==> src/tx_engine_pkg.sv <==
// Transmit engine definitions
package tx_engine_pkg;

    localparam int NOC_DATA_W       = 64;
    localparam int CTRL_DATA_W      = 32;
    localparam int BYTES_PER_FLIT   = 8;
    localparam int PADBYTES_W       = 3;
    localparam int FLOWID_W         = 4;
    localparam int NUM_FLOWS        = 16;
    localparam int TX_PAYLOAD_PTR_W = 12;  // Wraps modulo 4096.
    localparam int MSG_SIZE_W       = 9;   // 1 to 256 bytes.
    localparam int MAX_PKT_BYTES    = 64;
    localparam int PKT_BYTES_W      = 7;
    localparam int PKT_FLITS_W      = 4;
    localparam int COORD_W          = 4;

    localparam logic [COORD_W-1:0] SRC_X     = 4'd1;
    localparam logic [COORD_W-1:0] SRC_Y     = 4'd2;
    localparam logic [COORD_W-1:0] DST_BUF_X = 4'd3;
    localparam logic [COORD_W-1:0] DST_BUF_Y = 4'd0;

    localparam int HDR_RSVD_W = NOC_DATA_W - (4 * COORD_W + FLOWID_W + TX_PAYLOAD_PTR_W
                                + PKT_BYTES_W + PADBYTES_W + PKT_FLITS_W);
    localparam int NOTIF_RSVD_W = CTRL_DATA_W - (FLOWID_W + TX_PAYLOAD_PTR_W + MSG_SIZE_W);

    typedef logic [FLOWID_W-1:0]         flowid_t;
    typedef logic [TX_PAYLOAD_PTR_W-1:0] payload_ptr_t;
    typedef logic [MSG_SIZE_W-1:0]       msg_size_t;
    typedef logic [PKT_BYTES_W-1:0]      pkt_bytes_t;
    typedef logic [NOC_DATA_W-1:0]       noc_data_t;
    typedef logic [CTRL_DATA_W-1:0]      ctrl_data_t;

    typedef struct packed {
        flowid_t   flowid;
        msg_size_t size;
    } send_req_t;

    // Header flit of a buffer write packet.
    typedef struct packed {
        logic [COORD_W-1:0]     dst_x;
        logic [COORD_W-1:0]     dst_y;
        logic [COORD_W-1:0]     src_x;
        logic [COORD_W-1:0]     src_y;
        flowid_t                flowid;
        payload_ptr_t           wr_ptr;
        pkt_bytes_t             pkt_bytes;
        logic [PADBYTES_W-1:0]  padbytes;
        logic [PKT_FLITS_W-1:0] data_flits;
        logic [HDR_RSVD_W-1:0]  rsvd;
    } buf_wr_hdr_t;

    typedef struct packed {
        flowid_t                 flowid;
        payload_ptr_t            wr_ptr;  // Pointer after the message.
        msg_size_t               size;
        logic [NOTIF_RSVD_W-1:0] rsvd;
    } tx_notif_t;

    typedef enum logic [2:0] {
        IDLE,
        STATE_RD,
        HDR,
        DATA,
        NOTIF
    } tx_state_e;

    typedef enum logic {
        SEL_HDR,
        SEL_DATA
    } out_mux_sel_e;

endpackage

==> src/flow_state_table.sv <==
// Per-flow write pointer table
`timescale 1ns/1ps

module flow_state_table
    import tx_engine_pkg::*;
(
    input  logic         clk,
    input  logic         reset,

    input  logic         rd_req,
    input  flowid_t      rd_flowid,
    output payload_ptr_t rd_ptr,

    input  logic         wr_req,
    input  flowid_t      wr_flowid,
    input  payload_ptr_t wr_ptr
);

    payload_ptr_t ptr_mem [NUM_FLOWS];

    always_ff @(posedge clk) begin
        if (reset) begin
            for (int i = 0; i < NUM_FLOWS; i++) begin
                ptr_mem[i] <= '0;  // Every buffer starts at offset zero.
            end
        end else if (wr_req) begin
            ptr_mem[wr_flowid] <= wr_ptr;
        end
    end

    always_ff @(posedge clk) begin
        if (reset) begin
            rd_ptr <= '0;
        end else if (rd_req) begin
            rd_ptr <= ptr_mem[rd_flowid];  // One cycle read.
        end
    end

    // The control FSM must finish its write before the next read of a flow.
    assert property (@(posedge clk) disable iff (reset)
        !(rd_req && wr_req && (rd_flowid == wr_flowid)))
        else $error("flow_state_table: read and write of flow %0d in one cycle", rd_flowid);

endmodule

==> src/tx_engine_datap.sv <==
// Transmit engine datapath
`timescale 1ns/1ps

module tx_engine_datap
    import tx_engine_pkg::*;
(
    input  logic         clk,
    input  logic         reset,

    input  send_req_t    send_q_rd_data,
    input  payload_ptr_t rd_ptr,
    input  noc_data_t    payload_data,

    input  logic         store_inputs,
    input  logic         store_state,
    input  logic         next_pkt,
    input  logic         flit_taken,
    input  out_mux_sel_e out_mux_sel,

    output flowid_t      cur_flowid,
    output payload_ptr_t new_ptr,
    output noc_data_t    noc_out_data,
    output ctrl_data_t   ctrl_out_data,
    output logic         last_flit,
    output logic         last_pkt
);

    send_req_t              req_reg;
    payload_ptr_t           pkt_ptr;
    msg_size_t              bytes_left;
    logic [PKT_FLITS_W-1:0] flit_cnt;

    pkt_bytes_t             pkt_bytes;
    pkt_bytes_t             pkt_bytes_rnd;
    logic [PKT_FLITS_W-1:0] data_flits;
    logic [PADBYTES_W-1:0]  padbytes;
    buf_wr_hdr_t            hdr;
    tx_notif_t              notif;

    always_ff @(posedge clk) begin
        if (store_inputs) begin
            req_reg <= send_q_rd_data;
        end
        if (store_state) begin
            pkt_ptr <= rd_ptr;
        end else if (next_pkt) begin
            pkt_ptr <= pkt_ptr + payload_ptr_t'(pkt_bytes);  // Wraps at buffer end.
        end
    end

    always_ff @(posedge clk) begin
        if (reset) begin
            bytes_left <= '0;
            flit_cnt   <= '0;
        end else begin
            if (store_state) begin
                bytes_left <= req_reg.size;
            end else if (next_pkt) begin
                bytes_left <= bytes_left - msg_size_t'(pkt_bytes);
            end

            if (store_state || next_pkt) begin
                flit_cnt <= '0;
            end else if (flit_taken) begin
                flit_cnt <= flit_cnt + 1'b1;
            end
        end
    end

    // Packet sizing.
    always_comb begin
        if (bytes_left > msg_size_t'(MAX_PKT_BYTES)) begin
            pkt_bytes = pkt_bytes_t'(MAX_PKT_BYTES);
        end else begin
            pkt_bytes = bytes_left[PKT_BYTES_W-1:0];
        end
        pkt_bytes_rnd = pkt_bytes + pkt_bytes_t'(BYTES_PER_FLIT - 1);
        data_flits    = pkt_bytes_rnd[PKT_BYTES_W-1:PADBYTES_W];
        padbytes      = '0 - pkt_bytes[PADBYTES_W-1:0];  // Fill to a whole flit.
    end

    assign last_flit = (flit_cnt == data_flits - 1'b1);
    assign last_pkt  = (bytes_left <= msg_size_t'(MAX_PKT_BYTES));

    always_comb begin
        hdr            = '0;
        hdr.dst_x      = DST_BUF_X;
        hdr.dst_y      = DST_BUF_Y;
        hdr.src_x      = SRC_X;
        hdr.src_y      = SRC_Y;
        hdr.flowid     = req_reg.flowid;
        hdr.wr_ptr     = pkt_ptr;
        hdr.pkt_bytes  = pkt_bytes;
        hdr.padbytes   = padbytes;
        hdr.data_flits = data_flits;
    end

    // By notification time the packet pointer has passed the whole message.
    assign new_ptr    = pkt_ptr;
    assign cur_flowid = req_reg.flowid;

    always_comb begin
        notif        = '0;
        notif.flowid = req_reg.flowid;
        notif.wr_ptr = new_ptr;
        notif.size   = req_reg.size;
    end

    assign ctrl_out_data = notif;
    assign noc_out_data  = (out_mux_sel == SEL_HDR) ? noc_data_t'(hdr) : payload_data;

endmodule

==> src/tx_engine_ctrl.sv <==
// Transmit engine control FSM
`timescale 1ns/1ps

module tx_engine_ctrl
    import tx_engine_pkg::*;
(
    input  logic         clk,
    input  logic         reset,

    input  logic         setup_done,

    input  logic         send_q_empty,
    output logic         send_q_rd_req,

    input  logic         payload_val,
    output logic         payload_rdy,

    output logic         noc_out_val,
    input  logic         noc_out_rdy,

    output logic         ctrl_out_val,
    input  logic         ctrl_out_rdy,

    output logic         state_rd_req,
    output logic         state_wr_req,

    output logic         store_inputs,
    output logic         store_state,
    output logic         next_pkt,
    output logic         flit_taken,
    output out_mux_sel_e out_mux_sel,

    input  logic         last_flit,
    input  logic         last_pkt
);

    tx_state_e state_reg;
    tx_state_e state_next;

    always_ff @(posedge clk) begin
        if (reset) begin
            state_reg <= IDLE;
        end else begin
            state_reg <= state_next;
        end
    end

    always_comb begin
        state_next    = state_reg;
        send_q_rd_req = 1'b0;
        payload_rdy   = 1'b0;
        noc_out_val   = 1'b0;
        ctrl_out_val  = 1'b0;
        state_rd_req  = 1'b0;
        state_wr_req  = 1'b0;
        store_inputs  = 1'b0;
        store_state   = 1'b0;
        next_pkt      = 1'b0;
        flit_taken    = 1'b0;
        out_mux_sel   = SEL_HDR;

        case (state_reg)
            IDLE: begin
                if (setup_done && !send_q_empty) begin
                    send_q_rd_req = 1'b1;
                    state_rd_req  = 1'b1;  // Table read uses the queue head flow id.
                    store_inputs  = 1'b1;
                    state_next    = STATE_RD;
                end
            end
            STATE_RD: begin
                store_state = 1'b1;  // Pointer arrives this cycle.
                state_next  = HDR;
            end
            HDR: begin
                noc_out_val = 1'b1;
                if (noc_out_rdy) begin
                    state_next = DATA;
                end
            end
            DATA: begin
                out_mux_sel = SEL_DATA;
                noc_out_val = payload_val;  // Payload word goes straight out.
                payload_rdy = noc_out_rdy;
                if (payload_val && noc_out_rdy) begin
                    flit_taken = 1'b1;
                    if (last_flit) begin
                        next_pkt   = 1'b1;
                        state_next = last_pkt ? NOTIF : HDR;
                    end
                end
            end
            NOTIF: begin
                ctrl_out_val = 1'b1;
                if (ctrl_out_rdy) begin
                    state_wr_req = 1'b1;
                    state_next   = IDLE;
                end
            end
            default: begin
                state_next = IDLE;
            end
        endcase
    end

    // Relies on the payload source holding its valid, as the handshake requires.
    assert property (@(posedge clk) disable iff (reset)
        noc_out_val && !noc_out_rdy |=> noc_out_val)
        else $error("tx_engine_ctrl: noc_out_val dropped under back-pressure");

    assert property (@(posedge clk) disable iff (reset)
        payload_val && !payload_rdy |=> payload_val)
        else $error("tx_engine_ctrl: payload_val dropped before its transfer");

endmodule

==> src/open_loop_tx_engine.sv <==
// Open-loop TCP transmit engine
`timescale 1ns/1ps

module open_loop_tx_engine
    import tx_engine_pkg::*;
(
    input  logic       clk,
    input  logic       reset,

    input  logic       setup_done,

    input  logic       send_q_empty,
    input  send_req_t  send_q_rd_data,
    output logic       send_q_rd_req,

    input  logic       payload_val,
    input  noc_data_t  payload_data,
    output logic       payload_rdy,

    output logic       noc_out_val,
    output noc_data_t  noc_out_data,
    input  logic       noc_out_rdy,

    output logic       ctrl_out_val,
    output ctrl_data_t ctrl_out_data,
    input  logic       ctrl_out_rdy
);

    logic         state_rd_req;
    logic         state_wr_req;
    logic         store_inputs;
    logic         store_state;
    logic         next_pkt;
    logic         flit_taken;
    out_mux_sel_e out_mux_sel;
    logic         last_flit;
    logic         last_pkt;

    flowid_t      cur_flowid;
    flowid_t      rd_flowid;
    payload_ptr_t rd_ptr;
    payload_ptr_t new_ptr;

    // The request register is not loaded yet on the pop cycle.
    assign rd_flowid = state_rd_req ? send_q_rd_data.flowid : cur_flowid;

    tx_engine_ctrl u_tx_engine_ctrl (
        .clk           (clk),
        .reset         (reset),
        .setup_done    (setup_done),
        .send_q_empty  (send_q_empty),
        .send_q_rd_req (send_q_rd_req),
        .payload_val   (payload_val),
        .payload_rdy   (payload_rdy),
        .noc_out_val   (noc_out_val),
        .noc_out_rdy   (noc_out_rdy),
        .ctrl_out_val  (ctrl_out_val),
        .ctrl_out_rdy  (ctrl_out_rdy),
        .state_rd_req  (state_rd_req),
        .state_wr_req  (state_wr_req),
        .store_inputs  (store_inputs),
        .store_state   (store_state),
        .next_pkt      (next_pkt),
        .flit_taken    (flit_taken),
        .out_mux_sel   (out_mux_sel),
        .last_flit     (last_flit),
        .last_pkt      (last_pkt)
    );

    tx_engine_datap u_tx_engine_datap (
        .clk            (clk),
        .reset          (reset),
        .send_q_rd_data (send_q_rd_data),
        .rd_ptr         (rd_ptr),
        .payload_data   (payload_data),
        .store_inputs   (store_inputs),
        .store_state    (store_state),
        .next_pkt       (next_pkt),
        .flit_taken     (flit_taken),
        .out_mux_sel    (out_mux_sel),
        .cur_flowid     (cur_flowid),
        .new_ptr        (new_ptr),
        .noc_out_data   (noc_out_data),
        .ctrl_out_data  (ctrl_out_data),
        .last_flit      (last_flit),
        .last_pkt       (last_pkt)
    );

    flow_state_table u_flow_state_table (
        .clk       (clk),
        .reset     (reset),
        .rd_req    (state_rd_req),
        .rd_flowid (rd_flowid),
        .rd_ptr    (rd_ptr),
        .wr_req    (state_wr_req),
        .wr_flowid (cur_flowid),
        .wr_ptr    (new_ptr)
    );

endmodule

==> config.mk <==
export PLATFORM = sky130hd
export DESIGN_NAME = open_loop_tx_engine
export DESIGN_NICKNAME = d
export VERILOG_FILES = /design/src/tx_engine_pkg.sv /design/src/flow_state_table.sv /design/src/tx_engine_datap.sv /design/src/tx_engine_ctrl.sv /design/src/open_loop_tx_engine.sv
export SDC_FILE = /design/constraint.sdc
export NUM_CORES = 1
export LEC_CHECK = 0
export BUFFER_PORTS_ARGS = -buffer_cell sky130_fd_sc_hd__buf_2
export CAP_MARGIN = 20
export CORE_UTILIZATION = 30
export CTS_CLUSTER_SIZE = 30
export DETAILED_ROUTE_END_ITERATION = 8
export RECOVER_POWER = 50
export SLEW_MARGIN = 20
export SYNTH_ARGS = -nofsm -noshare
export SYNTH_HDL_FRONTEND = slang
export SYNTH_SLANG_ARGS = --single-unit
==> constraint.sdc <==
create_clock -name clk -period 4.2 [get_ports clk]
set_input_delay 0.63 -clock clk [delete_from_list [all_inputs] [get_ports clk]]
set_output_delay 0.63 -clock clk [all_outputs]
set_load 0.02 [all_outputs]
== After elaboration in Yosys (flattened, before gate mapping) ==
Memory sizes are Yosys's and may differ from the RTL's. A register that Yosys moved wholly into a read port is not among the register bits.
Cells that the tools add are included.

* Add/sub/neg operators: 6
* Magnitude comparators: 2
* Eq/ne operators: 10
* Mux-type cells: 36
* Reduce and logical (&&, ||, !) cells: 9

{| class="wikitable"
|+ Operator list
! cell !! number
|-
| 2-to-1 mux 64 bit || 1
|-
| 2-to-1 mux 12 bit || 3
|-
| 2-to-1 mux 1 bit || 19
|-
| 2-to-1 mux 3 bit || 6
|-
| 2-to-1 mux 9 bit || 2
|-
| one-hot mux 3 bit (5 select lines) || 1
|-
| adder 12 x 7 -> 12 bit || 1
|-
| OR reduction 12 bit || 1
|-
| greater-than comparator 9 x 7 -> 1 bit, second input constant || 1
|-
| <= comparator 9 x 7 -> 1 bit, second input constant || 1
|-
| subtractor 9 x 7 -> 9 bit || 1
|-
| 2-to-1 mux 4 bit || 2
|-
| adder 7 x 3 -> 7 bit, second input constant || 1
|-
| 2-to-1 mux 7 bit || 1
|-
| equality test 3 x 2 -> 1 bit, second input constant || 2
|-
| inequality test 2 bit, second input constant || 3
|-
| AND reduction 5 bit || 1
|-
| adder 4 x 1 -> 4 bit, second input constant || 1
|-
| equality test 4 bit || 1
|-
| inequality test 2 x 1 -> 1 bit, second input constant || 2
|-
| subtractor 4 x 1 -> 4 bit, second input constant || 1
|-
| equality test 3 x 1 -> 1 bit, second input constant || 1
|-
| equality test 3 bit, second input constant || 1
|-
| zero test 3 bit || 1
|-
| 7 further kinds || 8
|}

* Flip-flop bits (word level): 41
* RAM bits: 192
* Input port bits: 84
* Output and inout bits: 100
* Memories: 1

{| class="wikitable"
|+ Memories
! name !! depth !! bits a word !! rd ports !! clocked after memory_dff !! write ports !! RTL line !! text
|-
| u_flow_state_table.ptr_mem || 16 || 12 || 1 || 1 || 16 || flow_state_table.sv:19 || <nowiki>payload_ptr_t ptr_mem [NUM_FLOWS];</nowiki>
|}

== Longest topological paths before layout ==
* Depth after elaboration: 10
* Mapped depth: 17
* Gate-level depth less buffers: 15

== Cells and area by module ==
From an unflattened synthesis, not the netlist that was laid out.

* Cell total of the unflattened synthesis: 1,073
* Area, all modules: 12,746.0 µm²

{| class="wikitable"
|+ Modules (own cells, without submodules)
! module !! instances !! cells an instance !! area an instance (µm²) !! sequential area each (µm²)
|-
| flow_state_table || 1 || 702 || 9,369.0 || 6,005.8
|-
| tx_engine_datap || 1 || 336 || 3,080.5 || 1,011.0
|-
| tx_engine_ctrl || 1 || 31 || 251.5 || 60.1
|-
| open_loop_tx_engine || 1 || 4 || 45.0 || 0.0
|}

== Worst setup path before layout ==
OpenSTA, ideal clock, no wires.

* Kind: flip-flop to flip-flop
* Start: register u_tx_engine_datap.bytes_left[1]
* End: register u_tx_engine_datap.pkt_ptr[0], in the netlist u_tx_engine_datap.new_ptr[0], enable pin
* Arrival: 3.339 ns
* Required time: 3.879 ns
* Path slack: 0.539 ns
* Cell stages (with the launch flop): 15
* Buffers on the path: 2
* Path through: dfxtp_1 clkbuf_1 or3_1 or3_1 o21ai_0 nor3b_1 nand2_1 ha_1 xor2_1 nand2_1 nor3b_1 a21oi_1 a31oi_1 buf_2 or2_2

* Word-level cells in the longest chain between the ends: 9

{| class="wikitable"
|+ Ends and longest elaborated chain
! element !! RTL line !! text
|-
| from (decl) || tx_engine_datap.sv:30 || <nowiki>msg_size_t bytes_left;</nowiki>
|-
| from (signal assigned) || tx_engine_datap.sv:57 || <nowiki>bytes_left <= req_reg.size;</nowiki>
|-
| from (signal assigned) || tx_engine_datap.sv:59 || <nowiki>bytes_left <= bytes_left - msg_size_t'(pkt_bytes);</nowiki>
|-
| greater-than comparator 9 x 7 -> 1 bit || tx_engine_datap.sv:72 || <nowiki>if (bytes_left > msg_size_t'(MAX_PKT_BYTES)) begin</nowiki>
|-
| 2-to-1 mux 7 bit * || tx_engine_datap.sv:72 ||
|-
| adder 7 x 3 -> 7 bit * || tx_engine_datap.sv:77 || <nowiki>pkt_bytes_rnd = pkt_bytes + pkt_bytes_t'(BYTES_PER_FLIT - 1);</nowiki>
|-
| subtractor 4 x 1 -> 4 bit * || tx_engine_datap.sv:82 || <nowiki>assign last_flit = (flit_cnt == data_flits - 1'b1);</nowiki>
|-
| equality test 4 bit * || tx_engine_datap.sv:82 ||
|-
| 2-to-1 mux 1 bit * || tx_engine_ctrl.sv:87 || <nowiki>if (last_flit) begin</nowiki>
|-
| 2-to-1 mux 1 bit * || tx_engine_ctrl.sv:85 || <nowiki>if (payload_val && noc_out_rdy) begin</nowiki>
|-
| 2-to-1 mux 1 bit * || tx_engine_ctrl.sv:62 || <nowiki>case (state_reg)</nowiki>
|-
| nonzero test 2 bit (no line) * || n/a ||
|-
| to (signal assigned) || tx_engine_datap.sv:45 || <nowiki>pkt_ptr <= rd_ptr;</nowiki>
|-
| to (signal assigned) || tx_engine_datap.sv:47 || <nowiki>pkt_ptr <= pkt_ptr + payload_ptr_t'(pkt_bytes);</nowiki>
|-
| to (decl) || tx_engine_datap.sv:29 || <nowiki>payload_ptr_t pkt_ptr;</nowiki>
|}

Mark *: on every way between the ends. The rest lies on a longest branch, timed or not.
A chain may end at the register's enable or synchronous reset.

== Final worst setup path ==
* Start: register u_tx_engine_datap.bytes_left[1]
* End: register u_tx_engine_datap.bytes_left[8]

* Word-level cells in the longest chain between the ends: 9

{| class="wikitable"
|+ Ends and longest elaborated chain
! element !! RTL line
|-
| greater-than comparator 9 x 7 -> 1 bit || tx_engine_datap.sv:72
|-
| 2-to-1 mux 7 bit || tx_engine_datap.sv:72
|-
| adder 7 x 3 -> 7 bit || tx_engine_datap.sv:77
|-
| subtractor 4 x 1 -> 4 bit || tx_engine_datap.sv:82
|-
| equality test 4 bit || tx_engine_datap.sv:82
|-
| 2-to-1 mux 1 bit || tx_engine_ctrl.sv:87
|-
| 2-to-1 mux 1 bit || tx_engine_ctrl.sv:85
|-
| 2-to-1 mux 1 bit || tx_engine_ctrl.sv:62
|-
| nonzero test 2 bit (no line) || n/a
|}

Parallel ways exist; a longest one is shown, timed or not. The select of a mux whose other input is x is not followed.

==> flow_summary.yaml <==
layout:
  largest-register: "u_flow_state_table.ptr_mem"
  final_cell_area_sq_mm: 0.0146
  area_delta_synth_final_pct: 17.0
  insertedDiodeCount: 0
  post_route_cells_drive_above_1_share_pct: 18.0
  nNetsFinal: 1341
  multi_input_area_sq_mm: 0.00493
  fillers: 4092
  seqCellArea_sq_mm: 0.00708
  largest_reg_flops: 192
yosys:
  syn_area_sq_mm: 0.0125
  synthFlopType: "edfxtp_1"
  synth_edf_count: 217
  synth.top_cell.area_share_pct: 52.3
  ys_top_cells_by_area: "edfxtp_1 52%, and2_1 9.2%, dfxtp_1 4.5%"
  synthArstFlopShare_pct: 0
  yosysSeqAreaShare_pct: 56.7
  netlist_instances: 1090
  ys_ff_latch: 245
  ys_types: 63
  yosysWarningCount: 0
  syn_avg_cell_area_sq_um: 11.4
  yosys.area.top_type: "edfxtp_1"
placed_design:
  portBuffers: 176
  gp_congestion: 0.854
  place_area_sq_mm: 0.0140
  hpwl_mm: 24.1
route:
  drc: 0
  drtIter0Drc: 781
  wire_per_inst_um: 19.9
  firstDrtPassIters: 5
  routed_wl_mm: 35.8
  viasPerCell: 5.10
  vias: 9158
  ant_nets: 0
timing:
  fin_skew_ns: 0.0154
  fin_crit_sh_pct: 90.2
  finalCriticalPeriod_ns: 3.79
  max-slew-margin-rel_pct: 9.66
  setup_viol: 0
  rsz0062_at_grt: "no"
  final_max_slew_viol_count: 0
  fmax_ghz: 0.264
  worstMarginPinSlew_ns: 1.36
  hold_viol: 0
  final.setup.tns_ns: 0
pwr:
  leakage_nw: 5.57
  ir_drop_mv: 0.383
  cell_internal_pwr_mw: 4.19
  clkPwrFrac_pct: 37.7
  p_seq_share_pct: 49.5
  power_frac_comb_pct: 12.8
  swShare_pct: 26.2
  p_switching_mw: 1.49
  p_per_area_mw_per_mm2: 389
critical_path:
  critical_path_arrival_ns: 4.22
  path_class: "reg2reg"
  crit_required_ns: 4.63
  regToRegSetupSlack_ns: 0.41
  end_kind: "register"
  cp-start-kind: "register"
  crit_fanout: 13
die:
  rows: 74
  core-area_sq_mm: 0.0409
  io_pins: 184
  die-area_sq_mm: 0.0424
  die_w_um: 206
  die_h_um: 206
  start_util_pct: 30.5
status:
  outcome: "finished clean"
clock_tree:
  post_cts_resized: 0
  cts.sinks: 245
  cts_buffer_depth: 3
  h-tree-depth: 1
  cts_tree: "yes"
  cts_buffers: 26
  clockRootBuffer: "clkbuf_16"
  hold_buffers: 0
  post-cts-setup-buffers: 0
  clk_pin_slew_worst_paths_ns: 0.06
  clk_latency_ns: 0.54
run:
  max_cap_viol_count: 0
min_path:
  hp-class: "in2reg"
grt:
  grt_pass1_vias: 8303
  grt_start_max_net_pins: 43
  antenna_found_initial: 1
  grt_use_total_pct: 16.4
  grt_pass1_wl_mm: 52.5
  grt_overflow: 0
## path summary, 6_finish.rpt
path	from	to	cells past startpoint
max reg2reg	u_tx_engine_datap.bytes_left[1]	u_tx_engine_datap.bytes_left[8]	14
min	send_q_rd_data[0]	u_tx_engine_datap.ctrl_out_data[7]	1
min reg2reg	u_flow_state_table.rd_ptr[2]	u_flow_state_table.rd_ptr[2]	2
max	u_tx_engine_datap.bytes_left[1]	u_tx_engine_datap.bytes_left[8]	14
## layout by cell type, fill, tap and decap left out, types with 23 or more instances in the layout
cell	instances
nor2_1	46
buf_2	124
clkbuf_16	26
and2_0	61
clkbuf_1	87
dfxtp_1	28
o21ai_0	23
and3_1	36
nand2_1	130
and2_1	121
edfxtp_1	217
## power by group through the flow
stage	registers, mW	clock network (mW)	logic, mW
floorplan	2.84	0	0.473
global placement	2.86	0	0.723
detailed placement	2.86	0	0.731
CTS	2.81	2.16	0.734
global route	2.83	2.27	0.786
finish	2.81	2.14	0.725
## Yosys cell counts (all sizes together) (10+ instances only)
| cell | n |
|---|---|
| a21oi | 22 |
| o21bai | 13 |
| clkbuf | 78 |
| and2 | 183 |
| o21ai | 23 |
| nand3 | 10 |
| and3 | 36 |
| or2 | 18 |
| ha | 11 |
| nor3 | 23 |
| a22oi | 11 |
| nand2b | 10 |
| edfxtp | 217 |
| nor2 | 47 |
| nand2 | 130 |
| xnor2 | 11 |
| mux4 | 25 |
| inv | 14 |
| o22ai | 22 |
| dfxtp | 28 |
| a41oi | 13 |
| buf | 24 |
| a311o | 22 |
## cells by family (layout without fill, tap and decap cells)
logic type / count (synthesis) / in the layout / synth area share (%)
xor gates and xnor gates: 16 / 16 / 1.12
and+or+nand+nor: 493 / 493 / 21.2
DFF: 245 / 245 / 56.7
muxes: 38 / 38 / 5.92
buffers and inverters: 117 / 286 / 4.02
other: 2 / 8 / 0.0602
adders and majority gates: 12 / 12 / 1.26
AOI/OAI and AO/OA: 167 / 167 / 9.64
## stage by stage
step | utilization, % | setup WS (ns) | power [mW] | hold slack [ns] | std cells
4_1_cts | 36.1 | 0.350 | 5.71 | 0.264 | 1797
5_1_grt | 35.6 | 0.0263 | 5.88 | 0.262 | 1797
3_3_place_gp | 34.1 | 0.473 | 3.58 | 0.511 | 1749
2_1_floorplan | - | 0.539 | 3.31 | 0.477 | 1096
3_5_place_dp | 34.1 | 0.400 | 3.60 | 0.522 | 1749
6_report | 35.6 | 0.410 | 5.68 | 0.279 | 1797
## per-layer routing
| metal | wire length [um] | GRT usage (%) |
|---|---|---|
| met5 | 13 | 0 |
| met2 | 16100 | 24.5 |
| met1 | 16500 | 25.0 |
| met4 | 655 | 3.44 |
| met3 | 2490 | 2.51 |
## area by class of cell
type / instances / area share [%]
well taps: 532 / 4.56
flip-flops and latches: 245 / 48.5
clock inverters: 13 / 0.497
repair buffers: 223 / 7.35
clock buffers: 35 / 4.90
inverters: 15 / 0.386
multi-input cells: 734 / 33.8
## worst max-delay path, cell delays in order (launching register included)
cell and delay, ns:
dfxtp_1 0.43, or3_1 0.45, or3_1 0.38, o21ai_0 0.15, nor3b_1 0.31, nand2_1 0.15, ha_1 0.25, xor2_2 0.24
nand2_1 0.12, nor3b_1 0.21, a21oi_1 0.13, a31oi_1 0.27, buf_4 0.22, a311oi_1 0.10, nor4_1 0.28
(Power assumes the default switching activity.)
